**src/hdl/buffer_pkg.sv**
```systemverilog
`default_nettype none

package buffer_pkg;

    //////////////////////////////////////////////////
    // widths
    //////////////////////////////////////////////////
    localparam int DATA_W = 256;
    localparam int KEEP_W = DATA_W / 8;
    localparam int META_W = 128;

    // one packet memory word, last on top
    typedef struct packed {
        logic              last;
        logic [KEEP_W-1:0] keep;
        logic [DATA_W-1:0] data;
    } pkt_entry_t;

    typedef logic [META_W-1:0] meta_t;

    typedef enum logic {
        SEL_PKT  = 1'b0,
        SEL_META = 1'b1
    } buf_sel_e;

    //////////////////////////////////////////////////
    // cpu side
    //////////////////////////////////////////////////
    typedef struct packed {
        logic       valid;
        logic       wr;
        buf_sel_e   sel;
        pkt_entry_t wdata;   // meta write takes low META_W bits
    } cpu_req_t;

    // access reaching port a this cycle
    typedef struct packed {
        logic     valid;
        logic     wr;
        buf_sel_e sel;
    } cpu_issue_t;

    typedef struct packed {
        logic       rd_valid;
        logic       wr_valid;
        pkt_entry_t pkt_data;
        meta_t      meta_data;
    } cpu_rsp_t;

endpackage

`default_nettype wire

```
**src/hdl/port_a_arbiter.sv**
```systemverilog
`timescale 1ns/1ps
`default_nettype none

module port_a_arbiter
    import buffer_pkg::*;
#(
    parameter int ADDR_W = 12
) (
    input  logic              clk,
    input  logic              rstn,

    input  logic              dp_wr_en,
    input  logic [ADDR_W-1:0] dp_wr_addr,
    input  pkt_entry_t        dp_wr_entry,
    input  meta_t             dp_wr_meta,

    input  cpu_req_t          cpu_req,
    input  logic [ADDR_W-1:0] cpu_addr,

    output logic              pkt_we,
    output logic              meta_we,
    output logic [ADDR_W-1:0] pkt_addr,
    output logic [ADDR_W-1:0] meta_addr,
    output pkt_entry_t        pkt_din,
    output meta_t             meta_din,
    output cpu_issue_t        cpu_issue
);

    typedef enum logic {
        ST_IDLE    = 1'b0,
        ST_WAIT_DP = 1'b1
    } state_e;

    state_e state;
    state_e state_next;

    // deferred request, only meaningful in ST_WAIT_DP
    cpu_req_t          pend_req;
    logic [ADDR_W-1:0] pend_addr;

    cpu_req_t          cur_req;
    logic [ADDR_W-1:0] cur_addr;
    logic              hold;

    // datapath owns port a, park the request
    assign hold = (state == ST_IDLE) && dp_wr_en && cpu_req.valid;

    //////////////////////////////////////////////////
    // port a mux
    //////////////////////////////////////////////////
    always_comb
    begin
        cur_req  = (state == ST_WAIT_DP) ? pend_req : cpu_req;
        cur_addr = (state == ST_WAIT_DP) ? pend_addr : cpu_addr;

        // default is the datapath write into both memories
        pkt_we    = dp_wr_en;
        meta_we   = dp_wr_en;
        pkt_addr  = dp_wr_addr;
        meta_addr = dp_wr_addr;
        pkt_din   = dp_wr_entry;
        meta_din  = dp_wr_meta;
        cpu_issue = '0;

        if (!dp_wr_en && cur_req.valid)
        begin
            cpu_issue.valid = 1'b1;
            cpu_issue.wr    = cur_req.wr;
            cpu_issue.sel   = cur_req.sel;

            if (cur_req.sel == SEL_PKT)
            begin
                pkt_we   = cur_req.wr;   // low for a read
                pkt_addr = cur_addr;
                pkt_din  = cur_req.wdata;
            end
            else
            begin
                meta_we   = cur_req.wr;
                meta_addr = cur_addr;
                meta_din  = cur_req.wdata[META_W-1:0];
            end
        end
    end

    //////////////////////////////////////////////////
    // fsm
    //////////////////////////////////////////////////
    always_comb
    begin
        state_next = state;
        case (state)
            ST_IDLE:
            begin
                if (hold)
                begin
                    state_next = ST_WAIT_DP;
                end
            end
            ST_WAIT_DP:
            begin
                // new requests are dropped here
                if (!dp_wr_en)
                begin
                    state_next = ST_IDLE;
                end
            end
            default:
            begin
                state_next = ST_IDLE;
            end
        endcase
    end

    always_ff @(posedge clk)
    begin
        if (!rstn)
        begin
            state <= ST_IDLE;
        end
        else
        begin
            state <= state_next;
        end
    end

    always_ff @(posedge clk)
    begin
        if (hold)
        begin
            pend_req  <= cpu_req;
            pend_addr <= cpu_addr;
        end
    end

endmodule

`default_nettype wire

```
**config.mk**
```make
export PLATFORM = sky130hd
export DESIGN_NAME = port_a_arbiter
export DESIGN_NICKNAME = d
export VERILOG_FILES = /design/src/hdl/buffer_pkg.sv /design/src/hdl/port_a_arbiter.sv
export SDC_FILE = /design/constraint.sdc
export NUM_CORES = 1
export LEC_CHECK = 0
export BUFFER_PORTS_ARGS = -buffer_cell sky130_fd_sc_hd__clkbuf_2
export CORE_AREA = 2 2 467 469
export DETAILED_ROUTE_END_ITERATION = 10
export DIE_AREA = 0 0 469 471
export PLACE_DENSITY_LB_ADDON = 0.2
export SETUP_SLACK_MARGIN = 0.15
export SLEW_MARGIN = 15
export SYNTH_ARGS = -nofsm -noshare
export SYNTH_HDL_FRONTEND = slang
export SYNTH_SLANG_ARGS = --single-unit
```
**constraint.sdc**
```tcl
create_clock -name clk -period 24.3 [get_ports clk]
set_input_delay 2.43 -clock clk [delete_from_list [all_inputs] [get_ports clk]]
set_output_delay 2.43 -clock clk [all_outputs]
set_load 0.01 [all_outputs]
```
After elaboration in Yosys (flattened, before gate mapping)
Cells that the tools add are included.
- flip-flop bits (word level): 305
- latch bits: 0
- bits in writable memories: 0
- bits in read-only memories: 0
- bits of input ports: 736
- logic and storage cells: 31
- memories: 0
- add/sub/neg operators: 0
- multiply operators: 0
- divide/modulo/power cells: 0
- magnitude comparators: 0
- equal/unequal tests: 0
- shift-type cells: 0
- multiplexer cells: 18
- bitwise operators: 1
- reduce and logical (&&, ||, !) cells: 4
- operators with widths (kind ; number):
    289-bit two-way mux ; 2
    292-bit two-way mux ; 1
    128-bit two-way mux ; 2
    12-bit two-way mux ; 5
    1-bit two-way mux ; 6
    1-bit logical AND ; 3
    3-bit two-way mux ; 1
    1-bit case mux with 2 select lines ; 1
    1-bit logical NOT ; 1
    1-bit inverter ; 1

Logic depth before layout (Yosys ltp)
- depth after elaboration: 5
- mapped depth: 6
- depth with buffers taken out: 3

Least setup slack after synthesis
No wires, ideal clock.
- path type: input to register
- start point: input dp_wr_en
- end point: register pend_addr[0] (enable)
- library setup time: 0.975 ns
- data arrival time: 15.199 ns
- required time: 23.325 ns
- slack: 8.126 ns
- stages: 3
- path buffers: 1
- cells stage by stage: buf_2 -> inv_1 -> nor2_1
- longest elaborated chain between the ends: 2
- RTL lines (what ; line ; text):
    start: declaration ; port_a_arbiter.sv:12 ; input logic dp_wr_en,
    1-bit logical AND (2 in a row) ; port_a_arbiter.sv:46 ; assign hold = (state == ST_IDLE) && dp_wr_en && cpu_req.valid;
    net hold ; port_a_arbiter.sv:43 ; logic hold;
    end signal: assignment ; port_a_arbiter.sv:132 ; pend_addr <= cpu_addr;
    end: declaration ; port_a_arbiter.sv:39 ; logic [ADDR_W-1:0] pend_addr;
The timed path passes the listed nets, and every way through them passes these cells.
A chain may end at the register's enable or synchronous reset.

Worst setup path in the final report
- start point: input cpu_req[291] in the netlist's numbering
- end point: output meta_din[45]
- longest elaborated chain between the ends: 3
- RTL lines (what ; line ; text):
    start: declaration ; port_a_arbiter.sv:17 ; input cpu_req_t cpu_req,
    292-bit two-way mux ; port_a_arbiter.sv:53 ; cur_req = (state == ST_WAIT_DP) ? pend_req : cpu_req;
    1-bit logical AND ; port_a_arbiter.sv:65 ; if (!dp_wr_en && cur_req.valid)
    128-bit two-way mux ; port_a_arbiter.sv:65 ;
    end: declaration ; port_a_arbiter.sv:25 ; output meta_t meta_din,
No other way between the ends.

==> results.md <==
* Skew-Pair Late Insertion Delay at around 0.67 ns
* Worst slew pin tran at approximately 1.2 ns
* Initial Util at 0.08396
* Routed Antenna Nets at 0
* Peak supply drop at between 40 and 50 uV
* Global-route wire length before repair at about 170000 um
* Layout cell share with drive strength beyond 1 at 0.7797
* Clock share of power at 0.402
* NumNets Final at a little over 3000
* Worst hold slack at about 0.74 ns
* Worst setup SP type: input port
* Worst-path clk slew at 0.06 ns
* Final number of setup-violating endpoints at 0
* Pins Over Slew Limit at 0
* Pwr Total at 1679 uW
* Placer Congestion at just over 0.9
* TritonCTS clock tree: built
* Syn-to-layout area delta at 58.49%
* Netlist cell types at 22
* Avg WL per Cell at roughly 27 um
* Rows at roughly 170
* PwrDens at 58.38 nW/um^2
* CTS Buf Count at 48
* Switching Share at 0.3166
* Syn Nets at between 1500 and 2000
* Data arrival, critical path at between 5 and 6 ns
* H-tree lvl count at 2
* Tot GR Track Use at 0.1219
* Vias in the first global route at roughly 16000
* Final Cycle Share at 0.3267
* DRC at 0
* WS Path Type: input port to primary output
* Status: complete, no violations
* Post-DP HPWL at 122100 um
* DIE HEIGHT at approximately 470 um
* Area after DPL at ~27000 um^2
* Minimum clock period at 7.938 ns
* Flop pwr share at 0.364
* Clk sinks at between 300 and 400
* Worst Setup End Kind: primary output
* Final instance area at approximately 29000 um^2
* Post-Syn Area at between 15000 and 20000 um^2
* I/O Pins at ~1200
* Initial DRC count at 810
* IO buf count at approximately 1200
* Core footprint at 216100 um^2
* Pin count of the biggest net entering global routing at between 70 and 80
* Sequential fraction of the synthesis area at 0.5042
* Die width at between 400 and 500 um
* Comb pwr share at 0.234
* Final WL at 142000 um
* Post-Syn Instances at 1145
* Peak Freq at 126.0 MHz
* CTS Hold Buffers Added at 0
* Initial antenna violation count at slightly below 60
* Final core utilization at 0.1331
* Setup TNS at 0 ns
* Crit-path max FO at 46
* Post-CTS Resized at 0
* HP Class: flip-flop to flip-flop
* Critical path required time at around 22 ns
* RSZ-0062 raised after global routing: no
* Leak at ~0.011 uW
* Mapped Avg Cell Area at roughly 16 um^2
* Synth Warn # at 0
* Worst-case clock buffer depth at 3
* Vias at roughly 16000
* Worst relative slew slack at 0.2001
* Grt total ovfl at 0
* Synthesized flop and latch total at 305
* Hold Fails Final Rpt at 0
* Die Area at about 220000 um^2
* Switch Pwr at approximately 530 uW
* Internal cell power at 1147 uW
* Max_cap viols at 0
* DR vias/cell at slightly below 3
* Root Buffer: clkbuf_16
* # Post-CTS Setup Buffers at 0
* Clk_skew at around 0.036 ns
* 1st-pass router iterations at 4
-- cell families after synthesis --
kind of cell | count (synthesis) | synth area share
buffers and inverters | 84 | 0.02841
muxes | 743 | 0.4611
DFF | 305 | 0.5042
AOI/OAI and AO/OA | 6 | 0.003655
and+or+nand+nor | 7 | 0.002551
-- critical path, stage by stage --
cell	delay, ns
clkbuf_2	0.14
nand3b_1	0.14
a21oi_4	0.53
buf_4	0.65
buf_4	0.66
mux2_2	0.47
clkbuf_2	0.19
-- cells in the mapped netlist, drive strengths merged --
master,count,share of area
and2,1,0.00035
mux2,743,0.46
nor2,1,0.00021
nand3,1,0.00028
clkbuf,22,0.0046
nand3b,1,0.00041
o211a,1,0.00055
buf,61,0.024
dfxtp,1,0.0011
a21o,2,0.00083
nand2,1,0.00021
a21oi,2,0.00076
or2,1,0.00035
inv,1,0.00021
o32ai,1,0.0015
nand2b,1,0.00076
edfxtp,304,0.50
-- per-stage QoR --
step           instances  setup WS, ns
2_1_floorplan       1145         8.126
3_3_place_gp        5117         16.24
3_5_place_dp        5117         16.23
4_1_cts             5201         16.23
5_1_grt             5208         16.17
6_report            5218         16.36
-- flip-flops by register name, summed over array words and instances, names as in the netlist --
name / count
pend_req: 292
state: 1
pend_addr: 12
-- power groups by stage --
stage / Clock (uW) / Combinational [uW] / Sequential [uW]
4_1_cts: 715 / 406 / 611
5_1_grt: 726 / 424 / 613
6_report: 674 / 393 / 612
3_3_place_gp: 0 / 407 / 622
2_1_floorplan: 0 / 164 / 631
3_5_place_dp: 0 / 404 / 622
-- area by class of cell --
type,count,area (um^2)
antenna,17,42.54
tap,2854,3571
inverter,1,3.754
clock inverter,16,128.9
sequential,305,9153
clock buffer,68,1297
timing repair buffer,1201,6065
fill,24660,187300
multi-input combinational,756,8494
-- per-layer routing --
metal	track usage	vias up	wire length, um
li1	-	6864	-
met1	0.1426	7653	57230
met2	0.1920	910	63800
met3	0.06240	134	17420
met4	0.03597	10	3518
met5	0.006807	-	67
-- path summary, 6_finish.rpt --
kind                            cells after the start  slack, ns         start            to
worst max-delay path                                7      16.36  cpu_req[291]  meta_din[45]
worst min-delay path                                1       0.74         state         state
worst max register to register                      5      20.51         state  pend_req[96]
worst min register to register                      1       0.74         state         state
-- cells in the final DEF (no fill, tap or decap), drive strengths merged --
master,count
nand3b,1
edfxtp,304
clkbuf,1249
a21oi,2
o32ai,1
inv,2
and2,1
or2,1
clkinvlp,1
o211a,1
buf,20
nand2,1
a21o,2
clkinv,13
nor2,1
bufinv,1
dfxtp,1
diode,17
nand3,1
nand2b,1
mux2,743
Power figures use the tool's default switching activity.
